$ cat config.mk
export PLATFORM = sky130hd
export DESIGN_NAME = vfu_top
export DESIGN_NICKNAME = d
export VERILOG_FILES = /design/src/rtl/vfu_isa_pkg.sv /design/src/rtl/vfu_data_pkg.sv /design/src/rtl/vfu_int_lane.sv /design/src/rtl/vfu_operation_queue.sv /design/src/rtl/vfu_sequencer.sv /design/src/rtl/vfu_top.sv /design/src/rtl/vfu_writeback.sv
export VERILOG_INCLUDE_DIRS = /design/src /design/src/include
export SDC_FILE = /design/constraint.sdc
export NUM_CORES = 2
export LEC_CHECK = 0
export ABC_AREA = 1
export CORE_UTILIZATION = 25
export CTS_CLUSTER_SIZE = 12
export DETAILED_ROUTE_END_ITERATION = 6
export DONT_BUFFER_PORTS = 1
export GPL_TIMING_DRIVEN = 0
export PLACE_DENSITY_LB_ADDON = 0.05
export SETUP_SLACK_MARGIN = 0.15
export SLEW_MARGIN = 10
export SYNTH_ARGS = -nofsm -noshare
export SYNTH_HDL_FRONTEND = slang
export SYNTH_SLANG_ARGS = --single-unit
$ cat constraint.sdc
create_clock -name clk_i -period 6.4 [get_ports clk_i]
set_input_delay 0.96 -clock clk_i [delete_from_list [all_inputs] [get_ports clk_i]]
set_output_delay 0.96 -clock clk_i [all_outputs]
set_load 0.02 [all_outputs]
$ cat src/include/vfu_settings.svh
/*
 * Vector integer execution unit settings
 * Lane count, register-file geometry and the id and length widths
 */

`ifndef VFU_SETTINGS_SVH
`define VFU_SETTINGS_SVH

// Number of 32-bit lanes in one register-file word
`define VFU_N_LANES 2

// Lane width in bits
`define VFU_ELEN 32

// Register file geometry
`define VFU_NR_VREGS 32
`define VFU_WORDS_PER_VREG 4

// Derived register-file widths
`define VFU_VREG_W ($clog2(`VFU_NR_VREGS))
`define VFU_WIDX_W ($clog2(`VFU_WORDS_PER_VREG))
`define VFU_ADDR_W ($clog2(`VFU_NR_VREGS * `VFU_WORDS_PER_VREG))

// Instruction id width
`define VFU_ID_W 3

// Vector length counter, holds up to a full register of bytes
`define VFU_VL_W 6

`endif

$ cat src/rtl/vfu_isa_pkg.sv
/*
 * Vector execution unit instruction types
 * Opcodes, element widths and the request handed to the unit
 */

`default_nettype none

`include "vfu_settings.svh"

package vfu_isa_pkg;

  typedef logic [`VFU_ID_W-1:0]   id_t;
  typedef logic [`VFU_VL_W-1:0]   vl_t;
  typedef logic [`VFU_VREG_W-1:0] vreg_t;

  // Integer operations of the lane
  typedef enum logic [2:0] {
    OP_ADD  = 3'd0,
    OP_SUB  = 3'd1,
    OP_AND  = 3'd2,
    OP_OR   = 3'd3,
    OP_XOR  = 3'd4,
    OP_MINU = 3'd5,
    OP_MAXU = 3'd6
  } op_e;

  // Encoded as log2 of the element bytes
  typedef enum logic [1:0] {
    SEW_8  = 2'd0,
    SEW_16 = 2'd1,
    SEW_32 = 2'd2
  } sew_e;

  typedef struct packed {
    id_t                  id;
    op_e                  op;
    sew_e                 sew;
    vl_t                  vl;
    vreg_t                vd;
    vreg_t                vs1;
    vreg_t                vs2;
    logic [`VFU_ELEN-1:0] rs1;
    // Second scalar operand, only read by the scalar form
    logic [`VFU_ELEN-1:0] rs2;
    logic                 use_vs1;
    logic                 use_vs2;
    logic                 is_scalar;
  } vfu_req_t;

endpackage

`default_nettype wire

$ cat src/rtl/vfu_data_pkg.sv
/*
 * Vector execution unit datapath types
 * Lane word, register-file addressing, pipeline tag and response
 */

`default_nettype none

`include "vfu_settings.svh"

package vfu_data_pkg;

  // One lane word, decoded by the element width
  typedef union packed {
    logic [`VFU_ELEN/8-1:0][7:0]   b;
    logic [`VFU_ELEN/16-1:0][15:0] h;
    logic [`VFU_ELEN-1:0]          w;
  } lane_word_u;

  // Register number times words per register plus word index
  typedef logic [`VFU_ADDR_W-1:0] vreg_addr_t;

  typedef lane_word_u [`VFU_N_LANES-1:0] vreg_word_t;

  typedef logic [`VFU_ELEN/8*`VFU_N_LANES-1:0] vreg_be_t;

  // Travels with each word through the lane pipeline
  typedef struct packed {
    vfu_isa_pkg::id_t  id;
    vreg_addr_t        waddr;
    vfu_isa_pkg::sew_e sew;
    // Elements still to be written, this word included
    vfu_isa_pkg::vl_t  rem;
    logic              last;
    logic              is_scalar;
  } vfu_tag_t;

  typedef struct packed {
    vfu_isa_pkg::id_t     id;
    logic                 is_scalar;
    logic [`VFU_ELEN-1:0] result;
  } vfu_rsp_t;

  // Elements held by one register-file word
  function automatic vfu_isa_pkg::vl_t elems_per_word(vfu_isa_pkg::sew_e sew);
    return vfu_isa_pkg::vl_t'((`VFU_ELEN / 8 * `VFU_N_LANES) >> sew);
  endfunction

endpackage

`default_nettype wire

$ cat src/rtl/vfu_int_lane.sv
/*
 * SIMD integer lane
 * Two-stage pipeline over one 32-bit lane word, split into bytes,
 * halfwords or a word by the element width
 */

`default_nettype none
`timescale 1ns/10ps

`include "vfu_settings.svh"

module vfu_int_lane (
  input  wire                             clk_i,
  input  wire                             reset_i,
  input  wire                             issue_i,
  input  wire vfu_isa_pkg::op_e           op_i,
  input  wire vfu_isa_pkg::sew_e          sew_i,
  input  wire vfu_data_pkg::lane_word_u   opa_i,
  input  wire vfu_data_pkg::lane_word_u   opb_i,
  input  wire vfu_data_pkg::vfu_tag_t     tag_i,
  output vfu_data_pkg::lane_word_u        result_o,
  output logic                            result_valid_o,
  output vfu_data_pkg::vfu_tag_t          tag_o
);

  logic                     valid_q;
  vfu_isa_pkg::op_e         op_q;
  vfu_isa_pkg::sew_e        sew_q;
  vfu_data_pkg::lane_word_u opa_q;
  vfu_data_pkg::lane_word_u opb_q;
  vfu_data_pkg::vfu_tag_t   tag_q;
  vfu_data_pkg::lane_word_u result_d;

  // Narrow elements come in zero-extended, so the caller's truncation
  // keeps carries and compares inside the element
  function automatic logic [`VFU_ELEN-1:0] alu(vfu_isa_pkg::op_e op,
                                               logic [`VFU_ELEN-1:0] a,
                                               logic [`VFU_ELEN-1:0] b);
    case (op)
      vfu_isa_pkg::OP_ADD:  return b + a;
      // vs2 minus vs1
      vfu_isa_pkg::OP_SUB:  return b - a;
      vfu_isa_pkg::OP_AND:  return b & a;
      vfu_isa_pkg::OP_OR:   return b | a;
      vfu_isa_pkg::OP_XOR:  return b ^ a;
      vfu_isa_pkg::OP_MINU: return (a < b) ? a : b;
      vfu_isa_pkg::OP_MAXU: return (a > b) ? a : b;
      default:              return '0;
    endcase
  endfunction

  ////////////////////////////////////////////////////////////////////////////
  // Stage 1 operand registers

  always_ff @(posedge clk_i) begin
    if (reset_i) begin
      valid_q <= 1'b0;
    end else begin
      valid_q <= issue_i;
    end
  end

  always_ff @(posedge clk_i) begin
    op_q  <= op_i;
    sew_q <= sew_i;
    opa_q <= opa_i;
    opb_q <= opb_i;
    tag_q <= tag_i;
  end

  ////////////////////////////////////////////////////////////////////////////
  // Stage 2 compute and result registers

  always_comb begin
    result_d = '0;
    case (sew_q)
      vfu_isa_pkg::SEW_8: begin
        for (int i = 0; i < `VFU_ELEN / 8; i++) begin
          result_d.b[i] = 8'(alu(op_q, `VFU_ELEN'(opa_q.b[i]), `VFU_ELEN'(opb_q.b[i])));
        end
      end
      vfu_isa_pkg::SEW_16: begin
        for (int i = 0; i < `VFU_ELEN / 16; i++) begin
          result_d.h[i] = 16'(alu(op_q, `VFU_ELEN'(opa_q.h[i]), `VFU_ELEN'(opb_q.h[i])));
        end
      end
      default: result_d.w = alu(op_q, opa_q.w, opb_q.w);
    endcase
  end

  always_ff @(posedge clk_i) begin
    if (reset_i) begin
      result_valid_o <= 1'b0;
    end else begin
      result_valid_o <= valid_q;
    end
  end

  always_ff @(posedge clk_i) begin
    result_o <= result_d;
    tag_o    <= tag_q;
  end

endmodule

`default_nettype wire

$ cat src/rtl/vfu_operation_queue.sv
/*
 * Operation queue
 * Two-entry spill register between the request handshake and issue
 */

`default_nettype none
`timescale 1ns/10ps

module vfu_operation_queue (
  input  wire                           clk_i,
  input  wire                           reset_i,
  input  wire vfu_isa_pkg::vfu_req_t    req_i,
  input  wire                           req_valid_i,
  output logic                          req_ready_o,
  output vfu_isa_pkg::vfu_req_t         head_req_o,
  output logic                          head_valid_o,
  input  wire                           pop_i
);

  vfu_isa_pkg::vfu_req_t entry_q [2];
  logic                  wr_ptr_q;
  logic                  rd_ptr_q;
  logic [1:0]            count_q;
  logic                  push;

  // Room while fewer than two entries are held
  assign req_ready_o  = (count_q != 2'd2);
  assign push         = req_valid_i && req_ready_o;

  assign head_valid_o = (count_q != 2'd0);
  assign head_req_o   = entry_q[rd_ptr_q];

  always_ff @(posedge clk_i) begin
    if (reset_i) begin
      wr_ptr_q <= 1'b0;
      rd_ptr_q <= 1'b0;
      count_q  <= 2'd0;
    end else begin
      if (push) begin
        wr_ptr_q <= ~wr_ptr_q;
      end
      if (pop_i) begin
        rd_ptr_q <= ~rd_ptr_q;
      end
      count_q <= count_q + 2'(push) - 2'(pop_i);
    end
  end

  // Entry storage
  always_ff @(posedge clk_i) begin
    if (push) begin
      entry_q[wr_ptr_q] <= req_i;
    end
  end

endmodule

`default_nettype wire

$ cat src/rtl/vfu_sequencer.sv
/*
 * Word sequencer
 * Walks the vector one register-file word at a time, requests the
 * source words, builds the operands and the tag, and pops the queue
 * on the last word of each instruction
 */

`default_nettype none
`timescale 1ns/10ps

`include "vfu_settings.svh"

module vfu_sequencer (
  input  wire                                clk_i,
  input  wire                                reset_i,
  input  wire vfu_isa_pkg::vfu_req_t         head_req_i,
  input  wire                                head_valid_i,
  output logic                               pop_o,
  output vfu_data_pkg::vreg_addr_t [2:0]     vrf_raddr_o,
  output logic [2:0]                         vrf_re_o,
  input  wire vfu_data_pkg::vreg_word_t [2:0] vrf_rdata_i,
  input  wire [2:0]                          vrf_rvalid_i,
  output logic [`VFU_N_LANES-1:0]            issue_o,
  output vfu_isa_pkg::op_e                   op_o,
  output vfu_isa_pkg::sew_e                  sew_o,
  output vfu_data_pkg::vreg_word_t           opa_o,
  output vfu_data_pkg::vreg_word_t           opb_o,
  output vfu_data_pkg::vfu_tag_t             tag_o
);

  vfu_isa_pkg::vl_t        done_q;
  logic [`VFU_WIDX_W-1:0]  widx_q;
  vfu_isa_pkg::vl_t        epw;
  vfu_isa_pkg::vl_t        rem;
  logic                    last;
  logic                    go;

  function automatic vfu_data_pkg::vreg_addr_t word_addr(vfu_isa_pkg::vreg_t vreg,
                                                         logic [`VFU_WIDX_W-1:0] widx);
    return vfu_data_pkg::vreg_addr_t'(vreg * `VFU_WORDS_PER_VREG + widx);
  endfunction

  assign epw  = vfu_data_pkg::elems_per_word(head_req_i.sew);
  assign rem  = head_req_i.vl - done_q;
  // Scalar form is always a single word
  assign last = head_req_i.is_scalar || (rem <= epw);

  ////////////////////////////////////////////////////////////////////////////
  // Register-file reads

  // Port 0 is vs2, port 1 is vs1, port 2 (vd) is never a source here
  assign vrf_re_o = (head_valid_i && !head_req_i.is_scalar) ?
                    {1'b0, head_req_i.use_vs1, head_req_i.use_vs2} : 3'b000;

  assign vrf_raddr_o[0] = word_addr(head_req_i.vs2, widx_q);
  assign vrf_raddr_o[1] = word_addr(head_req_i.vs1, widx_q);
  assign vrf_raddr_o[2] = word_addr(head_req_i.vd, widx_q);

  // Issue once every requested operand is there
  assign go    = head_valid_i && (&(vrf_rvalid_i | ~vrf_re_o));
  assign pop_o = go && last;

  ////////////////////////////////////////////////////////////////////////////
  // Issue to the lanes

  // Only lane 0 runs a scalar instruction
  assign issue_o = !go                  ? '0 :
                   head_req_i.is_scalar ? `VFU_N_LANES'(1) : '1;

  assign op_o  = head_req_i.op;
  assign sew_o = head_req_i.sew;

  always_comb begin
    if (head_req_i.is_scalar) begin
      opa_o = {`VFU_N_LANES{head_req_i.rs1}};
      opb_o = {`VFU_N_LANES{head_req_i.rs2}};
    end else begin
      opb_o = vrf_rdata_i[0];
      if (head_req_i.use_vs1) begin
        opa_o = vrf_rdata_i[1];
      end else begin
        // Broadcast rs1 into every element
        case (head_req_i.sew)
          vfu_isa_pkg::SEW_8:  opa_o = {(`VFU_ELEN / 8 * `VFU_N_LANES){head_req_i.rs1[7:0]}};
          vfu_isa_pkg::SEW_16: opa_o = {(`VFU_ELEN / 16 * `VFU_N_LANES){head_req_i.rs1[15:0]}};
          default:             opa_o = {`VFU_N_LANES{head_req_i.rs1}};
        endcase
      end
    end
  end

  assign tag_o = '{
    id:        head_req_i.id,
    waddr:     vrf_raddr_o[2],
    sew:       head_req_i.sew,
    rem:       rem,
    last:      last,
    is_scalar: head_req_i.is_scalar
  };

  // Element counter and word index
  always_ff @(posedge clk_i) begin
    if (reset_i) begin
      done_q <= '0;
      widx_q <= '0;
    end else if (go) begin
      if (last) begin
        done_q <= '0;
        widx_q <= '0;
      end else begin
        done_q <= done_q + epw;
        widx_q <= widx_q + 1'b1;
      end
    end
  end

endmodule

`default_nettype wire

$ cat src/rtl/vfu_top.sv
/*
 * Vector integer execution unit
 * Operation queue, word sequencer, SIMD lanes and writeback
 */

`default_nettype none
`timescale 1ns/10ps

`include "vfu_settings.svh"

module vfu_top (
  input  wire                                 clk_i,
  input  wire                                 reset_i,
  input  wire vfu_isa_pkg::vfu_req_t          req_i,
  input  wire                                 req_valid_i,
  output logic                                req_ready_o,
  output vfu_data_pkg::vreg_addr_t [2:0]      vrf_raddr_o,
  output logic [2:0]                          vrf_re_o,
  input  wire vfu_data_pkg::vreg_word_t [2:0] vrf_rdata_i,
  input  wire [2:0]                           vrf_rvalid_i,
  output logic                                vrf_we_o,
  output vfu_data_pkg::vreg_addr_t            vrf_waddr_o,
  output vfu_data_pkg::vreg_word_t            vrf_wdata_o,
  output vfu_data_pkg::vreg_be_t              vrf_wbe_o,
  output logic                                rsp_valid_o,
  output vfu_data_pkg::vfu_rsp_t              rsp_o
);

  vfu_isa_pkg::vfu_req_t                       head_req;
  logic                                        head_valid;
  logic                                        pop;
  logic [`VFU_N_LANES-1:0]                     issue;
  vfu_isa_pkg::op_e                            op;
  vfu_isa_pkg::sew_e                           sew;
  vfu_data_pkg::vreg_word_t                    opa;
  vfu_data_pkg::vreg_word_t                    opb;
  vfu_data_pkg::vfu_tag_t                      seq_tag;
  vfu_data_pkg::vreg_word_t                    lane_result;
  logic [`VFU_N_LANES-1:0]                     lane_valid;
  vfu_data_pkg::vfu_tag_t [`VFU_N_LANES-1:0]   lane_tag;

  vfu_operation_queue u_queue (
    .clk_i        (clk_i),
    .reset_i      (reset_i),
    .req_i        (req_i),
    .req_valid_i  (req_valid_i),
    .req_ready_o  (req_ready_o),
    .head_req_o   (head_req),
    .head_valid_o (head_valid),
    .pop_i        (pop)
  );

  vfu_sequencer u_sequencer (
    .clk_i        (clk_i),
    .reset_i      (reset_i),
    .head_req_i   (head_req),
    .head_valid_i (head_valid),
    .pop_o        (pop),
    .vrf_raddr_o  (vrf_raddr_o),
    .vrf_re_o     (vrf_re_o),
    .vrf_rdata_i  (vrf_rdata_i),
    .vrf_rvalid_i (vrf_rvalid_i),
    .issue_o      (issue),
    .op_o         (op),
    .sew_o        (sew),
    .opa_o        (opa),
    .opb_o        (opb),
    .tag_o        (seq_tag)
  );

  ////////////////////////////////////////////////////////////////////////////
  // Lanes, all fed the same tag

  for (genvar l = 0; l < `VFU_N_LANES; l++) begin : gen_lanes
    vfu_int_lane u_lane (
      .clk_i          (clk_i),
      .reset_i        (reset_i),
      .issue_i        (issue[l]),
      .op_i           (op),
      .sew_i          (sew),
      .opa_i          (opa[l]),
      .opb_i          (opb[l]),
      .tag_i          (seq_tag),
      .result_o       (lane_result[l]),
      .result_valid_o (lane_valid[l]),
      .tag_o          (lane_tag[l])
    );
  end

  // Lane 0 is valid for both vector and scalar words
  vfu_writeback u_writeback (
    .lane_result_i (lane_result),
    .lane_valid_i  (lane_valid[0]),
    .tag_i         (lane_tag[0]),
    .vrf_we_o      (vrf_we_o),
    .vrf_waddr_o   (vrf_waddr_o),
    .vrf_wdata_o   (vrf_wdata_o),
    .vrf_wbe_o     (vrf_wbe_o),
    .rsp_valid_o   (rsp_valid_o),
    .rsp_o         (rsp_o)
  );

endmodule

`default_nettype wire

$ cat src/rtl/vfu_writeback.sv
/*
 * Writeback
 * Byte enables for the trailing word, register-file write and the
 * completion response
 */

`default_nettype none
`timescale 1ns/10ps

`include "vfu_settings.svh"

module vfu_writeback (
  input  wire vfu_data_pkg::vreg_word_t lane_result_i,
  input  wire                           lane_valid_i,
  input  wire vfu_data_pkg::vfu_tag_t   tag_i,
  output logic                          vrf_we_o,
  output vfu_data_pkg::vreg_addr_t      vrf_waddr_o,
  output vfu_data_pkg::vreg_word_t      vrf_wdata_o,
  output vfu_data_pkg::vreg_be_t        vrf_wbe_o,
  output logic                          rsp_valid_o,
  output vfu_data_pkg::vfu_rsp_t        rsp_o
);

  vfu_isa_pkg::vl_t       epw;
  vfu_isa_pkg::vl_t       nelem;
  logic [`VFU_VL_W+1:0]   nbytes;
  vfu_data_pkg::vreg_be_t be;

  // Elements of this word that still fall below vl
  assign epw    = vfu_data_pkg::elems_per_word(tag_i.sew);
  assign nelem  = (tag_i.rem > epw) ? epw : tag_i.rem;
  assign nbytes = {2'b00, nelem} << tag_i.sew;

  // Low bytes enabled and the tail past vl left alone
  assign be = ~(vfu_data_pkg::vreg_be_t'('1) << nbytes);

  ////////////////////////////////////////////////////////////////////////////
  // Register-file write

  assign vrf_we_o    = lane_valid_i && !tag_i.is_scalar;
  assign vrf_waddr_o = tag_i.waddr;
  assign vrf_wdata_o = lane_result_i;
  assign vrf_wbe_o   = vrf_we_o ? be : '0;

  ////////////////////////////////////////////////////////////////////////////
  // Completion response

  assign rsp_valid_o = lane_valid_i && tag_i.last;

  assign rsp_o = '{
    id:        tag_i.id,
    is_scalar: tag_i.is_scalar,
    result:    tag_i.is_scalar ? lane_result_i[0].w : '0
  };

endmodule

`default_nettype wire

=== Yosys cells after proc, flatten, opt, wreduce, memory -nomap -nowiden ===
Memory sizes are Yosys's and may differ from the RTL's. A register that Yosys moved wholly into a read port is not among the register bits.
Index checks and enable logic that the tools add are counted.

* Muxes and demuxes: 58
* Div/mod/pow operators: 0
* Reductions and logical operators: 15
* $lt $le $gt $ge: 30
* Eq/ne operators: 9
* Add/sub/neg operators: 36
* Bitwise gates (word level): 48
* Multipliers: 0
* Shift operators: 4

{| class="wikitable"
|+ Operators by type and width
! cell !! number
|-
| 16-bit one-hot mux with 7 select lines || 4
|-
| 32-bit one-hot mux with 7 select lines || 2
|-
| 8-bit one-hot mux with 7 select lines || 8
|-
| 64-bit two-way mux || 3
|-
| 32-bit two-way mux || 5
|-
| 8-bit two-way mux || 17
|-
| 16-bit two-way mux || 8
|-
| 32-bit one-hot mux with 2 select lines || 2
|-
| 64-bit one-hot mux with 2 select lines || 1
|-
| 16-bit adder || 4
|-
| 32-bit adder || 2
|-
| 8-bit adder || 8
|-
| 16-bit AND || 4
|-
| 32-bit AND || 2
|-
| 8-bit AND || 8
|-
| 16-bit > comparator || 4
|-
| 32-bit > comparator || 2
|-
| 8-bit > comparator || 8
|-
| 16-bit less-than comparator || 4
|-
| 32-bit less-than comparator || 2
|-
| 8-bit less-than comparator || 8
|-
| 16-bit bitwise OR || 4
|-
| 32-bit bitwise OR || 2
|-
| 8-bit bitwise OR || 8
|-
| 37 further kinds || 80
|}

* Register bits after elaboration: 249
* Memory bits (read-only): 0
* Output and inout port bits: 142
* RAM bits: 192
* Logic and storage cells: 227
* Bits in latches: 0
* Memories: 1
* Input bits: 294

{| class="wikitable"
|+ Memories
! memory !! words !! width !! read ports !! clocked after Yosys merged registers in !! wr ports !! RTL line !! RTL
|-
| u_queue.entry_q || 2 || 96 || 1 || 1 || 1 || vfu_operation_queue.sv:20 || <nowiki>vfu_isa_pkg::vfu_req_t entry_q [2];</nowiki>
|}

=== Depth between registers and ports, before layout ===
* Word-level depth: 10
* Mapped depth: 26
* Mapped depth without buffers: 23

=== Modules after synthesis ===
A second synthesis with hierarchy kept.

* Cells, all modules: 6160
* Area total of the unflattened synthesis: 40704.0 um^2

{| class="wikitable"
|+ By module, submodules not included
! module !! instances !! area an instance (um^2) !! seq. area each (um^2) !! cells an instance
|-
| vfu_int_lane at gen_lanes[1].u_lane || 1 || 14629.0 || 2862.7 || 2504
|-
| vfu_int_lane at gen_lanes[0].u_lane || 1 || 14447.6 || 2862.7 || 2490
|-
| vfu_operation_queue || 1 || 7353.3 || 5865.6 || 331
|-
| vfu_sequencer || 1 || 3060.4 || 160.2 || 620
|-
| vfu_writeback || 1 || 1213.7 || 0.0 || 215
|}

=== Worst setup path after synthesis ===
No wires, ideal clock.

* Path kind: in2reg
* From: in req_valid_i
* To: mem u_queue.entry_q[1][0] (netlist bit), enable pin
* Setup time: 0.553 ns
* Path slack: 0.773 ns
* Stages: 2
* Data required time: 5.847 ns
* Arrival: 5.074 ns
* Buffers on the path: 0
* Cell sequence: nand2_1 nor2_1

* Cells in the longest elaborated chain, start to end: 3

{| class="wikitable"
|+ Ends and longest elaborated chain
! element !! RTL line !! RTL
|-
| from (decl) || vfu_top.sv:15 || <nowiki>input wire req_valid_i,</nowiki>
|-
| 1-bit logical AND || vfu_operation_queue.sv:28 || <nowiki>assign push = req_valid_i && req_ready_o;</nowiki>
|-
| 1-bit two-way mux || vfu_operation_queue.sv:51 || <nowiki>if (push) begin</nowiki>
|-
| 1-bit two-way mux (implied by the code) || vfu_operation_queue.sv:52 || <nowiki>entry_q[wr_ptr_q] <= req_i;</nowiki>
|-
| to (decl) || vfu_operation_queue.sv:20 ||
|}

Every way passes these cells.

==> reports/summary.txt <==
share of the synthesized area in the top cell type: 19.2%
register area share after synthesis: 28.0%
clk_skew: 0.0191 ns
final WL: 254000 um
Critical Path RT: 6.99 ns
type of the most critical hold path: flip-flop to flip-flop
Yosys top cell by area: nand2_1
Largest stage delay, worst path: 1.00 ns
CTS Buffer Depth: 3
Remaining DRCs: 0
# nets final: 6781
root buffer cell: clkbuf_16
setup violators final: 0
Crit Path Class: flip-flop to flip-flop
clk sinks: 442
Finished Core Util: 28.3%
most frequent CP cell: nand2_1
ANT nets after route: 0
Vias/cell: 5.31
cells after synthesis: 6172
ranking of synthesized cells by area: nand2_1 (19%), edfxtp_1 (15%), dfxtp_1 (13%)
Post-Syn Nets: 6715
Slew headroom: 6.93%
share of cells above drive strength 1: 5.87%
post-route minimum period: 5.61 ns
startpoint types: flip-flop
setup TNS: 0 ns
Main synth FF type: dfxtp_1
CTS buffer count: 54
Hold Worst Slack: 0.325 ns
Cell Area, Synth: 0.0385 mm^2
period utilisation layout: 87.6%
drt first pass iters: 6
Synth cell types: 62
Worst Tran Pin Value: 1.40 ns
# H-tree levels: 2
Avg Cell Area, Syn: 6.24 um^2
CP arrival: 6.20 ns
die height: 394 um
HP Start: gen_lanes[0].u_lane.tag_q[4]$_DFF_P_
EDFF count, synth: 192
vias in the first global route: 41600
post-DP HPWL: 206000 um
initial core utilization: 25.3%
R2R depth: 26
Initial DRC Count: 5217
GRT Overall Usage: 31.4%
Finished Layout Cells: 8329
max_cap viols: 0
Worst-Skew Late Latency: 0.66 ns
outcome: complete, no violations
gp weighted congestion: 1.01
TritonCTS clock tree: yes
post-synthesis register bit count: 442
io pins: 436
Die X: 394 um
post-DR wirelength/cell: 30.5 um
Core Rows: 143
Via Count: 44200
CP max-delay cell: buf_1
P&R area growth vs syn: 12.0%
largest net degree at the start of global routing: 25
die area: 0.156 mm^2
Clk pin slew, worst setup/hold paths: 0.05 ns
port bufs: 0
Max Clk Rate: 178 MHz
global-route wire length before repair: 340000 um
CP endpoint kind: flip-flop
Slew Viols, Final: 0
initial antenna violation count: 44
crit path max fanout: 10
final hold vios: 0
hold_buf cts: 0
placed instance count: 8212
Core Footprint: 0.152 mm^2
synth warn: 0
hold path depth: 0
Async SR Flop Fraction: 0%
RSZ-0062 raised after global routing: no
GR Overflow Total: 0
registers in the layout (all words and copies together) (netlist names), 3 cells and up, named ones only:
signal and cells:
u_queue.entry_q 192, gen_lanes.u_lane.opa_q 64, gen_lanes.u_lane.opb_q 64, gen_lanes.u_lane.result_o 64
gen_lanes.u_lane.tag_o 20, gen_lanes.u_lane.tag_q 18, u_sequencer.done_q 6, gen_lanes.u_lane.op_q 3
cells in the final DEF (no fill, tap or decap), types with 34 or more instances in the layout:
master     count
nand2_1     1966
nand3_1      685
inv_1        663
nor2_1       474
o21ai_0      418
a21oi_1      414
dfxtp_1      250
ha_1         231
edfxtp_1     192
clkbuf_1     121
buf_2         91
nand4_1       86
o211ai_1      66
clkbuf_16     56
o22ai_1       52
nor3_1        39
buf_4         37
o21ai_1       34
buf_1         34
cell type report:
cell class                 count  area [um^2]
sequential                   442        10800
tap                         2030         2540
multi-input combinational   4718        23600
clock inverter                19          176
clock buffer                  81         1600
fill                       17500       109000
antenna                       17         42.5
buffer                       310         1520
inverter                     702         2640
timing repair buffer          10          210
stage by stage:
step	area (um^2)	worst slack (ns)
2_1_floorplan	38500	0.773
6_report	43100	0.791
4_1_cts	43100	0.325
5_1_grt	43100	0.223
3_5_place_dp	41300	0.359
3_3_place_gp	41000	-2.59
worst max-delay path: cells and delay by family (launching register included):
family / cells / cell delay (ns)
AO/OA/AOI/OAI: 5 / 0.71
XOR/XNOR: 1 / 0.18
adder cells (fa/ha/maj): 4 / 0.93
buffers and inverters: 7 / 2.41
flip-flops: 1 / 0.39
AND/OR/NAND/NOR: 9 / 0.89
worst paths after layout:
| kind | to | slack [ns] |
|---|---|---|
| min reg2reg | gen_lanes[0].u_lane.tag_o[4]$_DFF_P_ | 0.32 |
| max reg2reg | u_queue.count_q[1]$_SDFF_PP0_ | 0.79 |
| min | gen_lanes[0].u_lane.tag_o[4]$_DFF_P_ | 0.32 |
| max | u_queue.count_q[1]$_SDFF_PP0_ | 0.79 |
synthesized netlist by cell type, types with 5 or more instances:
library cell and number:
buf_4 37, a21boi_0 5, a211oi_1 8, fa_1 18, o211ai_1 66, nor2_1 478, ha_1 231, a22oi_1 16
inv_2 31, nand2_2 16, clkinv_1 7, clkbuf_1 137, nor2_4 5, dfxtp_1 250, nor2_2 10, or2_2 9
o22ai_1 52, o21bai_1 28, o21ai_0 418, edfxtp_1 192, a31oi_1 17, o21a_1 10, a21oi_1 414, a221oi_1 7
nor3_1 39, buf_2 86, buf_1 39, mux2i_1 9, nand2_4 11, inv_1 663, a21oi_2 7, o221ai_1 17
nand4_1 86, xor2_1 19, o21ai_1 34, nand3_1 685, nand2_1 1966, buf_6 9
kinds of logic (layout without fill, tap and decap cells):
family	Yosys count	after routing	synth area share, %
simple gates	3320	3320	36.0
flops	442	442	28.0
compound gates	1117	1117	16.2
xor+xnor	22	22	0.501
fa+ha+maj	249	249	8.44
mux	9	9	0.234
other cells	1	18	0.00974
buf+inv	1012	1122	10.7
timing repair:
action / 4_1_cts / 5_1_grt
setup buffers: 0 / 0
gates resized for setup: 0 / 2
hold endpoints to repair: 0 / 0
endpoints found under the setup margin: 0 / 1
layer usage:
| metal | GRT usage, % | routed length, um |
|---|---|---|
| met1 | 39.0 | 103000 |
| met2 | 50.3 | 114000 |
| met3 | 6.94 | 22300 |
| met4 | 16.6 | 14800 |
| met5 | 0 | 325 |
Power is left out: the tool's default activity adds up to more than one toggle a clock period on the data nets, which glitch-free logic cannot reach.
